## src/hw/uopPkg.sv

```systemverilog
package uopPkg;

	typedef logic [31:0] instrWord;   // Instruction or micro-op
	typedef logic [3:0]  regIndex;    // Register number
	typedef logic [15:0] regList;     // LDM/STM register list
	typedef logic [4:0]  regCount;    // Registers in a list, 0 to 16
	typedef logic [11:0] offsetImm;   // Load/store immediate offset
	typedef logic [3:0]  rzSelect;    // Bit 3 is RA1 initial mux and bits 2..0 steer Rz to WA3 RA2 RA1

	// Kinds of instruction seen in decode
	typedef enum logic [2:0] {
		clsPlain,
		clsRsr,           // Register-shifted-register data processing
		clsMulAcc,        // MLA and long accumulate
		clsBranchLink,
		clsLdStIndexed,   // Single load/store with base update
		clsBlock          // LDM/STM
	} instrClass;

	// Who drives the shared micro-op bus
	typedef enum logic [1:0] {
		ownNone,
		ownBlock,
		ownTwoStep
	} seqOwner;

	typedef enum logic [1:0] {
		blkIdle,
		blkWalk,        // One transfer per listed register
		blkWriteback
	} blockState;

	typedef enum logic {
		tsIdle,
		tsSecond
	} twoStepState;

	// Field positions in the instruction word
	localparam int condLsb = 28;   // Condition field [31:28]
	localparam int pBit    = 24;   // Pre/post index
	localparam int uBit    = 23;   // Up/down
	localparam int wBit    = 21;   // Writeback
	localparam int lBit    = 20;   // Load/store
	localparam int rnLsb   = 16;   // Rn [19:16]
	localparam int rdLsb   = 12;   // Rd [15:12]

	localparam regIndex rzReg = 4'd15;   // Temporary register number

	// Data processing opcodes
	localparam logic [3:0] opAdd = 4'b0100;
	localparam logic [3:0] opSub = 4'b0010;
	localparam logic [3:0] opMov = 4'b1101;

	localparam int wordBytes = 4;   // Bytes per transfer

endpackage

```

## src/hw/instrClassifier.sv

```systemverilog
`timescale 1ns/1ps

module instrClassifier (
	input  uopPkg::instrWord  instr,
	output uopPkg::instrClass instClass
);

	logic isRsr;
	logic isMulAcc;
	logic isBl;
	logic isLdStIdx;
	logic isBlock;

	// Data processing with the shift amount in a register, BX excluded
	assign isRsr = (instr[27:25] == 3'b000) && !instr[7] && instr[4] &&
		(instr[27:6] != {8'b0001_0010, 12'hFFF, 2'b00});

	assign isMulAcc = (instr[27:24] == 4'b0000) && instr[21] &&
		(instr[7:4] == 4'b1001);   // A bit set on MUL/MULL encodings

	assign isBl = (instr[27:24] == 4'b1011);   // Link bit set

	// Post-indexed always writes Rn back and pre-indexed only with W
	assign isLdStIdx = (instr[27:26] == 2'b01) && !(instr[25] && instr[4]) &&
		(!instr[uopPkg::pBit] || instr[uopPkg::wBit]);

	assign isBlock = (instr[27:25] == 3'b100);

	// Priority follows the decode order of the pipeline
	always_comb begin
		if (isRsr) begin
			instClass = uopPkg::clsRsr;
		end else if (isMulAcc) begin
			instClass = uopPkg::clsMulAcc;
		end else if (isBl) begin
			instClass = uopPkg::clsBranchLink;
		end else if (isLdStIdx) begin
			instClass = uopPkg::clsLdStIndexed;
		end else if (isBlock) begin
			instClass = uopPkg::clsBlock;
		end else begin
			instClass = uopPkg::clsPlain;   // Goes straight through
		end
	end

endmodule

```

## src/hw/regListWalker.sv

```systemverilog
`timescale 1ns/1ps

module regListWalker (
	input  logic             clk,
	input  logic             reset,
	input  logic             stall,
	input  uopPkg::instrWord instr,
	input  logic             first,
	output uopPkg::regIndex  nextReg,
	output uopPkg::regCount  remaining,
	output uopPkg::offsetImm startOffset,
	output logic             addUp
);

	uopPkg::regList listNow;    // Registers not yet transferred
	uopPkg::regList curList;    // List seen this step
	uopPkg::regList listNext;

	assign curList   = first ? instr[15:0] : listNow;   // Whole list on the first step
	assign listNext  = curList & (curList - 16'd1);     // Clear lowest set bit
	assign remaining = uopPkg::regCount'($countones(curList));

	// Lowest listed register goes first
	always_comb begin
		nextReg = '0;
		for (int i = 15; i >= 0; i--) begin
			if (curList[i])
				nextReg = uopPkg::regIndex'(i);
		end
	end

	// Start address relative to Rn from the P and U bits
	always_comb begin
		case ({instr[uopPkg::pBit], instr[uopPkg::uBit]})
			2'b01: begin   // Increment after
				startOffset = '0;
				addUp       = 1'b1;
			end
			2'b11: begin   // Increment before
				startOffset = uopPkg::offsetImm'(uopPkg::wordBytes);
				addUp       = 1'b1;
			end
			2'b00: begin   // Decrement after
				startOffset = uopPkg::offsetImm'((remaining - 5'd1) * uopPkg::wordBytes);
				addUp       = 1'b0;
			end
			default: begin   // Decrement before
				startOffset = uopPkg::offsetImm'(remaining * uopPkg::wordBytes);
				addUp       = 1'b0;
			end
		endcase
	end

	always_ff @(posedge clk) begin
		if (reset)
			listNow <= '0;
		else if (!stall)
			listNow <= listNext;   // One register consumed per step
	end

endmodule

```

## src/hw/blockTransferSeq.sv

```systemverilog
`timescale 1ns/1ps

module blockTransferSeq (
	input  logic             clk,
	input  logic             reset,
	input  logic             stall,
	input  uopPkg::instrWord instr,
	input  logic             start,
	output logic             busy,
	output uopPkg::instrWord uop,
	output logic             uopValid,
	output logic             uopStall,
	output logic             holdFlags,
	output logic             ldmStmForward,
	output uopPkg::rzSelect  rzSel
);

	uopPkg::blockState state, nextState;
	uopPkg::regIndex   nextReg;
	uopPkg::regCount   remaining;
	uopPkg::offsetImm  startOffset;
	logic              addUp;
	logic [3:0]        cond;
	uopPkg::regIndex   rn;

	assign cond = instr[uopPkg::condLsb +: 4];
	assign rn   = instr[uopPkg::rnLsb +: 4];
	assign busy = (state != uopPkg::blkIdle);

	// Counts the held list again while idle and during writeback
	regListWalker walker (
		.clk         (clk),
		.reset       (reset),
		.stall       (stall),
		.instr       (instr),
		.first       (state != uopPkg::blkWalk),
		.nextReg     (nextReg),
		.remaining   (remaining),
		.startOffset (startOffset),
		.addUp       (addUp)
	);

	always_ff @(posedge clk) begin
		if (reset)
			state <= uopPkg::blkIdle;
		else if (!stall)
			state <= nextState;
	end

	always_comb begin
		nextState     = state;
		uop           = instr;   // Pass through unless a step is active
		uopValid      = 1'b0;
		uopStall      = 1'b0;
		holdFlags     = 1'b0;
		ldmStmForward = 1'b0;
		rzSel         = '0;
		case (state)
			uopPkg::blkIdle: begin
				if (start) begin
					uopValid  = 1'b1;
					uopStall  = 1'b1;
					holdFlags = 1'b1;
					// Pre-indexed LDR/STR from Rn at the start offset
					uop = {cond, 3'b010, 1'b1, addUp, 1'b0, 1'b0, instr[uopPkg::lBit],
						rn, nextReg, startOffset};
					nextState = uopPkg::blkWalk;
				end
			end
			uopPkg::blkWalk: begin
				uopValid  = 1'b1;
				holdFlags = 1'b1;
				if (remaining == '0) begin   // List had one register or none
					uop       = {4'b1111, 3'b001, uopPkg::opAdd, 1'b0, 20'b0};   // Never executes
					nextState = uopPkg::blkIdle;
				end else begin
					// Next word above the address held in Rz
					uop = {cond, 3'b010, 1'b1, 1'b1, 1'b0, 1'b0, instr[uopPkg::lBit],
						uopPkg::rzReg, nextReg, uopPkg::offsetImm'(uopPkg::wordBytes)};
					ldmStmForward = 1'b1;
					rzSel         = 4'b0001;   // Rz on RA1
					if (remaining != 5'd1) begin
						uopStall = 1'b1;   // More registers to go
					end else if (instr[uopPkg::wBit]) begin
						uopStall  = 1'b1;
						nextState = uopPkg::blkWriteback;
					end else begin
						nextState = uopPkg::blkIdle;
					end
				end
			end
			uopPkg::blkWriteback: begin
				uopValid  = 1'b1;
				holdFlags = 1'b1;
				// Rn = Rn +/- N rotated right by 30
				uop = {cond, 3'b001, instr[uopPkg::uBit] ? uopPkg::opAdd : uopPkg::opSub,
					1'b0, rn, rn, 4'b1111, 3'b000, remaining};
				nextState = uopPkg::blkIdle;
			end
			default: nextState = uopPkg::blkIdle;
		endcase
	end

endmodule

```

## src/hw/twoStepSeq.sv

```systemverilog
`timescale 1ns/1ps

module twoStepSeq (
	input  logic              clk,
	input  logic              reset,
	input  logic              stall,
	input  uopPkg::instrWord  instr,
	input  uopPkg::instrClass instClass,
	input  logic              start,
	output logic              busy,
	output uopPkg::instrWord  uop,
	output logic              uopValid,
	output logic              uopStall,
	output logic              holdFlags,
	output logic              keepV,
	output logic              rsrSecond,
	output uopPkg::rzSelect   rzSel
);

	uopPkg::twoStepState state, nextState;
	logic [3:0]          cond;
	uopPkg::regIndex     rn;
	uopPkg::regIndex     rd;
	logic [3:0]          idxOp;        // ADD or SUB from the U bit
	uopPkg::instrWord    lsAccess;     // Plain access at Rn
	uopPkg::instrWord    baseUpdate;   // Rn = Rn +/- offset

	assign cond  = instr[uopPkg::condLsb +: 4];
	assign rn    = instr[uopPkg::rnLsb +: 4];
	assign rd    = instr[uopPkg::rdLsb +: 4];
	assign idxOp = instr[uopPkg::uBit] ? uopPkg::opAdd : uopPkg::opSub;
	assign busy  = (state == uopPkg::tsSecond);

	assign lsAccess = {cond, 3'b010, 1'b1, instr[uopPkg::uBit], instr[22], 1'b0,
		instr[uopPkg::lBit], rn, rd, 12'b0};
	// I bit flips between load/store and data processing encodings
	assign baseUpdate = {cond, 2'b00, !instr[25], idxOp, 1'b0, rn, rn, instr[11:0]};

	always_ff @(posedge clk) begin
		if (reset)
			state <= uopPkg::tsIdle;
		else if (!stall)
			state <= nextState;
	end

	always_comb begin
		nextState = state;
		uop       = instr;
		uopValid  = 1'b0;
		uopStall  = 1'b0;
		holdFlags = 1'b0;
		keepV     = 1'b0;
		rsrSecond = 1'b0;
		rzSel     = '0;
		if (start || busy) begin
			uopValid  = 1'b1;
			uopStall  = !busy;   // Fetch held in the first step only
			nextState = busy ? uopPkg::tsIdle : uopPkg::tsSecond;
			case (instClass)
				uopPkg::clsRsr: begin
					if (!busy) begin
						// MOV Rz, Rm shifted by Rs
						uop = {instr[31:25], uopPkg::opMov, 1'b0, 4'b0000, uopPkg::rzReg, instr[11:0]};
						holdFlags = 1'b1;
						rzSel     = 4'b1100;   // Rz written through WA3
					end else begin
						uop       = {instr[31:12], 8'b0, uopPkg::rzReg};   // Rz as unshifted Rm
						rsrSecond = 1'b1;
						rzSel     = 4'b0010;
					end
				end
				uopPkg::clsMulAcc: begin
					if (!busy) begin
						// MUL Rz, Rm, Rs with accumulate cleared
						uop = {instr[31:24], 1'b0, instr[22], 2'b00, uopPkg::rzReg, 4'b0000, instr[11:0]};
						keepV = 1'b1;
						rzSel = 4'b1100;
					end else begin
						// Rd = Rz + accumulator register
						uop = {cond, 3'b000, uopPkg::opAdd, instr[uopPkg::lBit], uopPkg::rzReg,
							instr[19:16], 8'b0, instr[15:12]};
						rzSel = 4'b0001;
					end
				end
				uopPkg::clsBranchLink: begin
					if (!busy)
						uop = {cond, 3'b001, uopPkg::opSub, 1'b0, 4'hF, 4'hE, 4'h0, 8'd4};   // LR = PC - 4
					else
						uop = {instr[31:25], 1'b0, instr[23:0]};   // Branch without link
				end
				uopPkg::clsLdStIndexed: begin
					holdFlags = 1'b1;
					// Post-indexed accesses first and pre-indexed updates Rn first
					uop = (instr[uopPkg::pBit] == busy) ? lsAccess : baseUpdate;
				end
				default: begin   // Not a two-step kind
					uopValid  = 1'b0;
					uopStall  = 1'b0;
					nextState = uopPkg::tsIdle;
				end
			endcase
		end
	end

endmodule

```

## src/hw/uopArbiter.sv

```systemverilog
`timescale 1ns/1ps

module uopArbiter (
	input  logic              clk,
	input  logic              reset,
	input  logic              stall,
	input  uopPkg::instrClass instClass,
	input  uopPkg::instrWord  instr,
	input  logic              blockBusy,
	input  logic              twoStepBusy,
	output logic              blockStart,
	output logic              twoStepStart,
	input  uopPkg::instrWord  blkUop,
	input  logic              blkUopValid, blkUopStall, blkHoldFlags, blkLdmStmForward,
	input  uopPkg::rzSelect   blkRzSel,
	input  uopPkg::instrWord  tsUop,
	input  logic              tsUopValid, tsUopStall, tsHoldFlags, tsKeepV, tsRsrSecond,
	input  uopPkg::rzSelect   tsRzSel,
	output uopPkg::instrWord  uop,
	output logic              uopValid, uopStall, holdFlags, rsrSecond, keepV, ldmStmForward,
	output uopPkg::rzSelect   rzSel
);

	uopPkg::seqOwner ownerReg;   // Registered bus owner
	uopPkg::seqOwner curOwner;   // Owner after a finished sequence is released
	uopPkg::seqOwner sel;        // Source of this cycle's outputs
	logic            ownerDone;

	assign ownerDone = (ownerReg == uopPkg::ownBlock && !blockBusy) ||
		(ownerReg == uopPkg::ownTwoStep && !twoStepBusy);
	assign curOwner = ownerDone ? uopPkg::ownNone : ownerReg;   // Free once busy falls

	assign blockStart   = (curOwner == uopPkg::ownNone) && (instClass == uopPkg::clsBlock);
	assign twoStepStart = (curOwner == uopPkg::ownNone) && (instClass inside
		{uopPkg::clsRsr, uopPkg::clsMulAcc, uopPkg::clsBranchLink, uopPkg::clsLdStIndexed});

	// A starting sequencer owns the bus from its first step
	always_comb begin
		sel = curOwner;
		if (blockStart)
			sel = uopPkg::ownBlock;
		else if (twoStepStart)
			sel = uopPkg::ownTwoStep;
	end

	always_ff @(posedge clk) begin
		if (reset)
			ownerReg <= uopPkg::ownNone;
		else if (!stall)
			ownerReg <= sel;   // Set on grant and cleared on release
	end

	always_comb begin
		uop           = instr;   // Plain instruction goes straight through
		uopValid      = 1'b0;
		uopStall      = 1'b0;
		holdFlags     = 1'b0;
		rsrSecond     = 1'b0;
		keepV         = 1'b0;
		ldmStmForward = 1'b0;
		rzSel         = '0;
		case (sel)
			uopPkg::ownBlock: begin
				uop           = blkUop;
				uopValid      = blkUopValid;
				uopStall      = blkUopStall;
				holdFlags     = blkHoldFlags;
				ldmStmForward = blkLdmStmForward;
				rzSel         = blkRzSel;
			end
			uopPkg::ownTwoStep: begin
				uop       = tsUop;
				uopValid  = tsUopValid;
				uopStall  = tsUopStall;
				holdFlags = tsHoldFlags;
				rsrSecond = tsRsrSecond;
				keepV     = tsKeepV;
				rzSel     = tsRzSel;
			end
			default: ;
		endcase
	end

endmodule

```

## src/hw/microOpSequencer.sv

```systemverilog
`timescale 1ns/1ps

module microOpSequencer (
	input  logic             clk,
	input  logic             reset,
	input  uopPkg::instrWord instr,
	input  logic             stall,
	output logic             uopValid,
	output uopPkg::instrWord uop,
	output logic             holdFlags,
	output logic             uopStall,
	output uopPkg::rzSelect  rzSel,
	output logic             rsrSecond,
	output logic             keepV,
	output logic             ldmStmForward
);

	uopPkg::instrClass instClass;
	logic              blockStart, twoStepStart;
	logic              blockBusy, twoStepBusy;
	uopPkg::instrWord  blkUop, tsUop;
	logic              blkUopValid, blkUopStall, blkHoldFlags, blkLdmStmForward;
	logic              tsUopValid, tsUopStall, tsHoldFlags, tsKeepV, tsRsrSecond;
	uopPkg::rzSelect   blkRzSel, tsRzSel;

	instrClassifier classifier (
		.instr     (instr),
		.instClass (instClass)
	);

	blockTransferSeq blockSeq (
		.clk           (clk),
		.reset         (reset),
		.stall         (stall),
		.instr         (instr),
		.start         (blockStart),
		.busy          (blockBusy),
		.uop           (blkUop),
		.uopValid      (blkUopValid),
		.uopStall      (blkUopStall),
		.holdFlags     (blkHoldFlags),
		.ldmStmForward (blkLdmStmForward),
		.rzSel         (blkRzSel)
	);

	twoStepSeq twoStep (
		.clk       (clk),
		.reset     (reset),
		.stall     (stall),
		.instr     (instr),
		.instClass (instClass),
		.start     (twoStepStart),
		.busy      (twoStepBusy),
		.uop       (tsUop),
		.uopValid  (tsUopValid),
		.uopStall  (tsUopStall),
		.holdFlags (tsHoldFlags),
		.keepV     (tsKeepV),
		.rsrSecond (tsRsrSecond),
		.rzSel     (tsRzSel)
	);

	uopArbiter arbiter (
		.clk              (clk),
		.reset            (reset),
		.stall            (stall),
		.instClass        (instClass),
		.instr            (instr),
		.blockBusy        (blockBusy),
		.twoStepBusy      (twoStepBusy),
		.blockStart       (blockStart),
		.twoStepStart     (twoStepStart),
		.blkUop           (blkUop),
		.blkUopValid      (blkUopValid),
		.blkUopStall      (blkUopStall),
		.blkHoldFlags     (blkHoldFlags),
		.blkLdmStmForward (blkLdmStmForward),
		.blkRzSel         (blkRzSel),
		.tsUop            (tsUop),
		.tsUopValid       (tsUopValid),
		.tsUopStall       (tsUopStall),
		.tsHoldFlags      (tsHoldFlags),
		.tsKeepV          (tsKeepV),
		.tsRsrSecond      (tsRsrSecond),
		.tsRzSel          (tsRzSel),
		.uop              (uop),
		.uopValid         (uopValid),
		.uopStall         (uopStall),
		.holdFlags        (holdFlags),
		.rsrSecond        (rsrSecond),
		.keepV            (keepV),
		.ldmStmForward    (ldmStmForward),
		.rzSel            (rzSel)
	);

endmodule

```

## config.mk

```make
export PLATFORM = sky130hd
export DESIGN_NAME = microOpSequencer
export DESIGN_NICKNAME = d
export VERILOG_FILES = /design/src/hw/uopPkg.sv /design/src/hw/instrClassifier.sv /design/src/hw/regListWalker.sv /design/src/hw/blockTransferSeq.sv /design/src/hw/twoStepSeq.sv /design/src/hw/uopArbiter.sv /design/src/hw/microOpSequencer.sv
export SDC_FILE = /design/constraint.sdc
export NUM_CORES = 1
export LEC_CHECK = 0
export ABC_AREA = 0
export ABC_CLOCK_PERIOD_IN_PS = 10800
export BUFFER_PORTS_ARGS = -buffer_cell sky130_fd_sc_hd__buf_2
export CORE_AREA = 2 2 82 84
export CTS_CLUSTER_DIAMETER = 40
export DETAILED_ROUTE_END_ITERATION = 12
export DIE_AREA = 0 0 84 86
export HOLD_SLACK_MARGIN = 0.03
export PLACE_DENSITY = 0.88
export SLEW_MARGIN = 20
export SYNTH_ARGS = -nofsm -noshare
export SYNTH_HDL_FRONTEND = slang
export SYNTH_SLANG_ARGS = --single-unit
```

## constraint.sdc

```tcl
create_clock -name clk -period 10.8 [get_ports clk]
set_input_delay 0.54 -clock clk [delete_from_list [all_inputs] [get_ports clk]]
set_output_delay 0.54 -clock clk [all_outputs]
set_load 0.03 [all_outputs]
```

==> metrics.md <==
| Metric | Value |
|---|---|
| Run status | `completed` |
| Vias in the first global route | `4312` |
| Synth warn | `0` |
| Yosys reg bits | `20` |
| Crit path DAT | `6.42 ns` |
| Period minus WS final | `6.956 ns` |
| Pleak | `~1.7 nW` |
| Layout area overhead | `11.54%` |
| Crit path largest cell delay | `between 0.5 and 0.6 ns` |
| WL/cell | `22.04 um` |
| PwrDens | `137.1 mW/mm2` |
| P_sw | `308.9 uW` |
| Starting density of the core | `58.40%` |
| DRC | `0` |
| Sequential power share | `between 10% and 20%` |
| Max rail drop VDD | `0.1287 mV` |
| Dpl cell area | `0.004048 mm2` |
| Cell row count | `29` |
| Die footprint | `between 0.007 and 0.008 mm2` |
| CTS clock-pin slew for the worst setup and hold paths | `0.09 ns` |
| CP required | `10.26 ns` |
| CP Max Fanout | `43` |
| Die H | `86 um` |
| Maximum clock frequency | `143.8 MHz` |
| Clk pwr share | `about a tenth` |
| Internal power | `251.9 uW` |
| I/O Buffers | `76` |
| Count of final max-slew check failures | `0` |
| First-pass DRT Iterations | `6` |
| Crit path top cell by count | `fa_1` |
| Antenna violations before repair | `0` |
| Clk Latency, worst-skew pair | `0.27 ns` |
| Worst slew margin | `between 40% and 50%` |
| Yosys top cell area share | `a little over a tenth` |
| Distinct cells, synth | `75` |
| Post-synth top cells | `53 x nor2_1, 45 x o21ai_0, 44 x a21oi_1, 44 x nand2_1, 41 x inv_1` |
| GRT overflow | `0` |
| Crit Path Class | `reg -> out` |
| Core Footprint | `0.006277 mm2` |
| RSZ-0062 raised after global routing | `no` |
| First-pass GRT wire length | `22820 um` |
| Share of layout cells above drive strength 1 | `~17%` |
| DRT iter0 DRCs | `646` |
| Clock Tree Root | `clkbuf_8` |
| Asr flop ratio synth | `0%` |
| Final Util | `65.14%` |
| Post-Syn Area | `0.003666 mm2` |
| Post-Syn Instances | `537` |
| Post-CTS sizing | `0` |
| Synth Flop Type | `dfxtp_1` |
| Post-route clock skew | `approximately 0.012 ns` |
| Post-Synthesis Net Count | `600` |
| CP Cell Sequence | `inv_1, ha_1, buf_4, mux2i_1, inv_1, fa_1, fa_1, inv_1, fa_1, inv_1, fa_1, ha_1, fa_1, and2_1, a21o_1, a31oi_1, o21ai_0, a211o_1, o31ai_1, buf_2` |
| Fin crit share | `64.41%` |
| Critical-path top delay cell | `fa_1` |
| ANT nets after route | `0` |
| Synth area leaders | `dfxtp_1 11%, ha_1 6.1%, o21ai_0 6.1%` |
| Post-synthesis sequential area ratio | `10.92%` |
| Antenna diodes | `0` |
| Post-DP HPWL | `11490 um` |
| Sum Neg Setup Slack | `0 ns` |
| # H-tree levels | `1` |
| Total routed wirelength | `14750 um` |
| Largest net degree at the start of global routing | `44` |
| Post-synth EDFFs | `0` |
| HP Class | `reg -> reg` |
| CTS tree | `yes` |
| Worst Max-Slew Pin Slew | `0.7653 ns` |
| Syn_area_per_cell | `approximately 6.8 um2` |
| Max_cap viols | `0` |
| Num CTS Buffers | `3` |
| Count leader, synth | `nor2_1` |
| Sink Count | `20` |
| CP Launch Type | `flop` |
| Comb pwr share | `roughly 76%` |
| Longest Clk Path Bufs | `2` |
| Nets | `657` |
| Tot Pwr | `560.8 uW` |
| Vias per inst | `approximately 7.1` |
| GRT Util Overall | `39.92%` |
| Die W | `84 um` |
| Final Cell Area | `about 0.004 mm2` |
| Inst Count DP | `approximately 670` |
| CP endpoint kind | `primary output` |
| Postcts setup bufs | `0` |
| GPL Wtd Cong | `between 1 and 1.5` |
| Top-level I/O count | `77` |
| Final non-filler cell total | `669` |
| Cell accounting for the most synthesized area | `dfxtp_1` |
| Final hold vios | `0` |
| Switching part of the total power | `55.08%` |
| Setup Viol. Count Final | `0` |
| Via count | `4780` |
| Hold-fix buffers, CTS | `0` |
## per-layer routing
metal / vias up / track usage [%] / wire [um]
li1: 2127 / - / -
met1: 2138 / 51.44 / 5638
met2: 431 / 66.11 / 6556
met3: 84 / 5.775 / 1740
met4: 0 / 18.77 / 811
met5: - / 0 / 0
## cells by family after synthesis
family          synth area share [%]
compound gates                 37.92
simple gates                   27.61
buf+inv                        7.201
fa+ha+maj                      11.60
flops                          10.92
mux                            3.549
xor+xnor                       1.195
## flip-flops by register name (all words and copies together) (netlist names)
register and cells:
twoStep.busy 1, blockSeq.walker.listNow 15, arbiter.ownerReg 2, blockSeq.state 2
## stage by stage
stage / hold slack, ns / setup slack [ns]
floorplan: 0.4543 / 4.116
finish: 0.4975 / 3.844
global placement: 0.4678 / 4.463
CTS: 0.4993 / 3.937
global route: 0.5308 / 3.459
detailed placement: 0.4873 / 4.252
## layout make-up
class                      instances  area, um2
timing repair buffer              78      395.4
inverter                          41      153.9
multi-input combinational        450       3002
tap                               77      96.34
sequential                        20      400.4
clock buffer                       3      41.29
fill                             594       2188
## final timing paths
path              slack, ns                               startpoint  cells after the start                                       to
setup reg to reg       4.73           blockSeq.state[1]$_SDFFE_PP0P_                     19           blockSeq.state[1]$_SDFFE_PP0P_
setup / recovery       3.84           blockSeq.state[1]$_SDFFE_PP0P_                     20                                 uopStall
hold / removal         0.50  blockSeq.walker.listNow[8]$_SDFFE_PP0N_                      2  blockSeq.walker.listNow[8]$_SDFFE_PP0N_
hold reg to reg        0.50  blockSeq.walker.listNow[8]$_SDFFE_PP0N_                      2  blockSeq.walker.listNow[8]$_SDFFE_PP0N_
## power groups by stage
stage	Clock, mW	Sequential (mW)	Combinational, mW
floorplan	0	0.0822	0.310
global placement	0	0.0832	0.400
detailed placement	0	0.0832	0.413
CTS	0.0522	0.0815	0.414
global route	0.0544	0.0821	0.462
finish	0.0524	0.0817	0.427
## cell usage in the layout, fill, tap and decap left out, types with 5 or more instances in the layout
cell type	n
dfxtp_1	20
fa_1	10
and2_1	6
nor2_1	53
o21a_1	7
a32oi_1	5
a31o_2	5
a31oi_1	13
or3_1	5
o22ai_1	6
a21o_1	9
nor3b_1	7
o311ai_0	5
buf_2	76
a22oi_1	6
o221ai_1	5
ha_1	18
mux2i_1	13
nor3_1	26
nand2_1	44
o211ai_1	10
nor2b_1	5
o21ai_0	45
nand3_1	11
o21ai_1	5
inv_1	41
nor4_1	5
a21oi_1	44
## worst max-delay path, delay by kind of cell (launching register included)
kind / cells / cell delay, ns
DFF: 1 / 0.35
and+or+nand+nor: 1 / 0.24
muxes: 1 / 0.37
adders and majority gates: 7 / 2.90
buffers and inverters: 6 / 1.02
AOI/OAI and AO/OA: 5 / 1.25
Note: power is estimated with default switching activity, not from simulation.
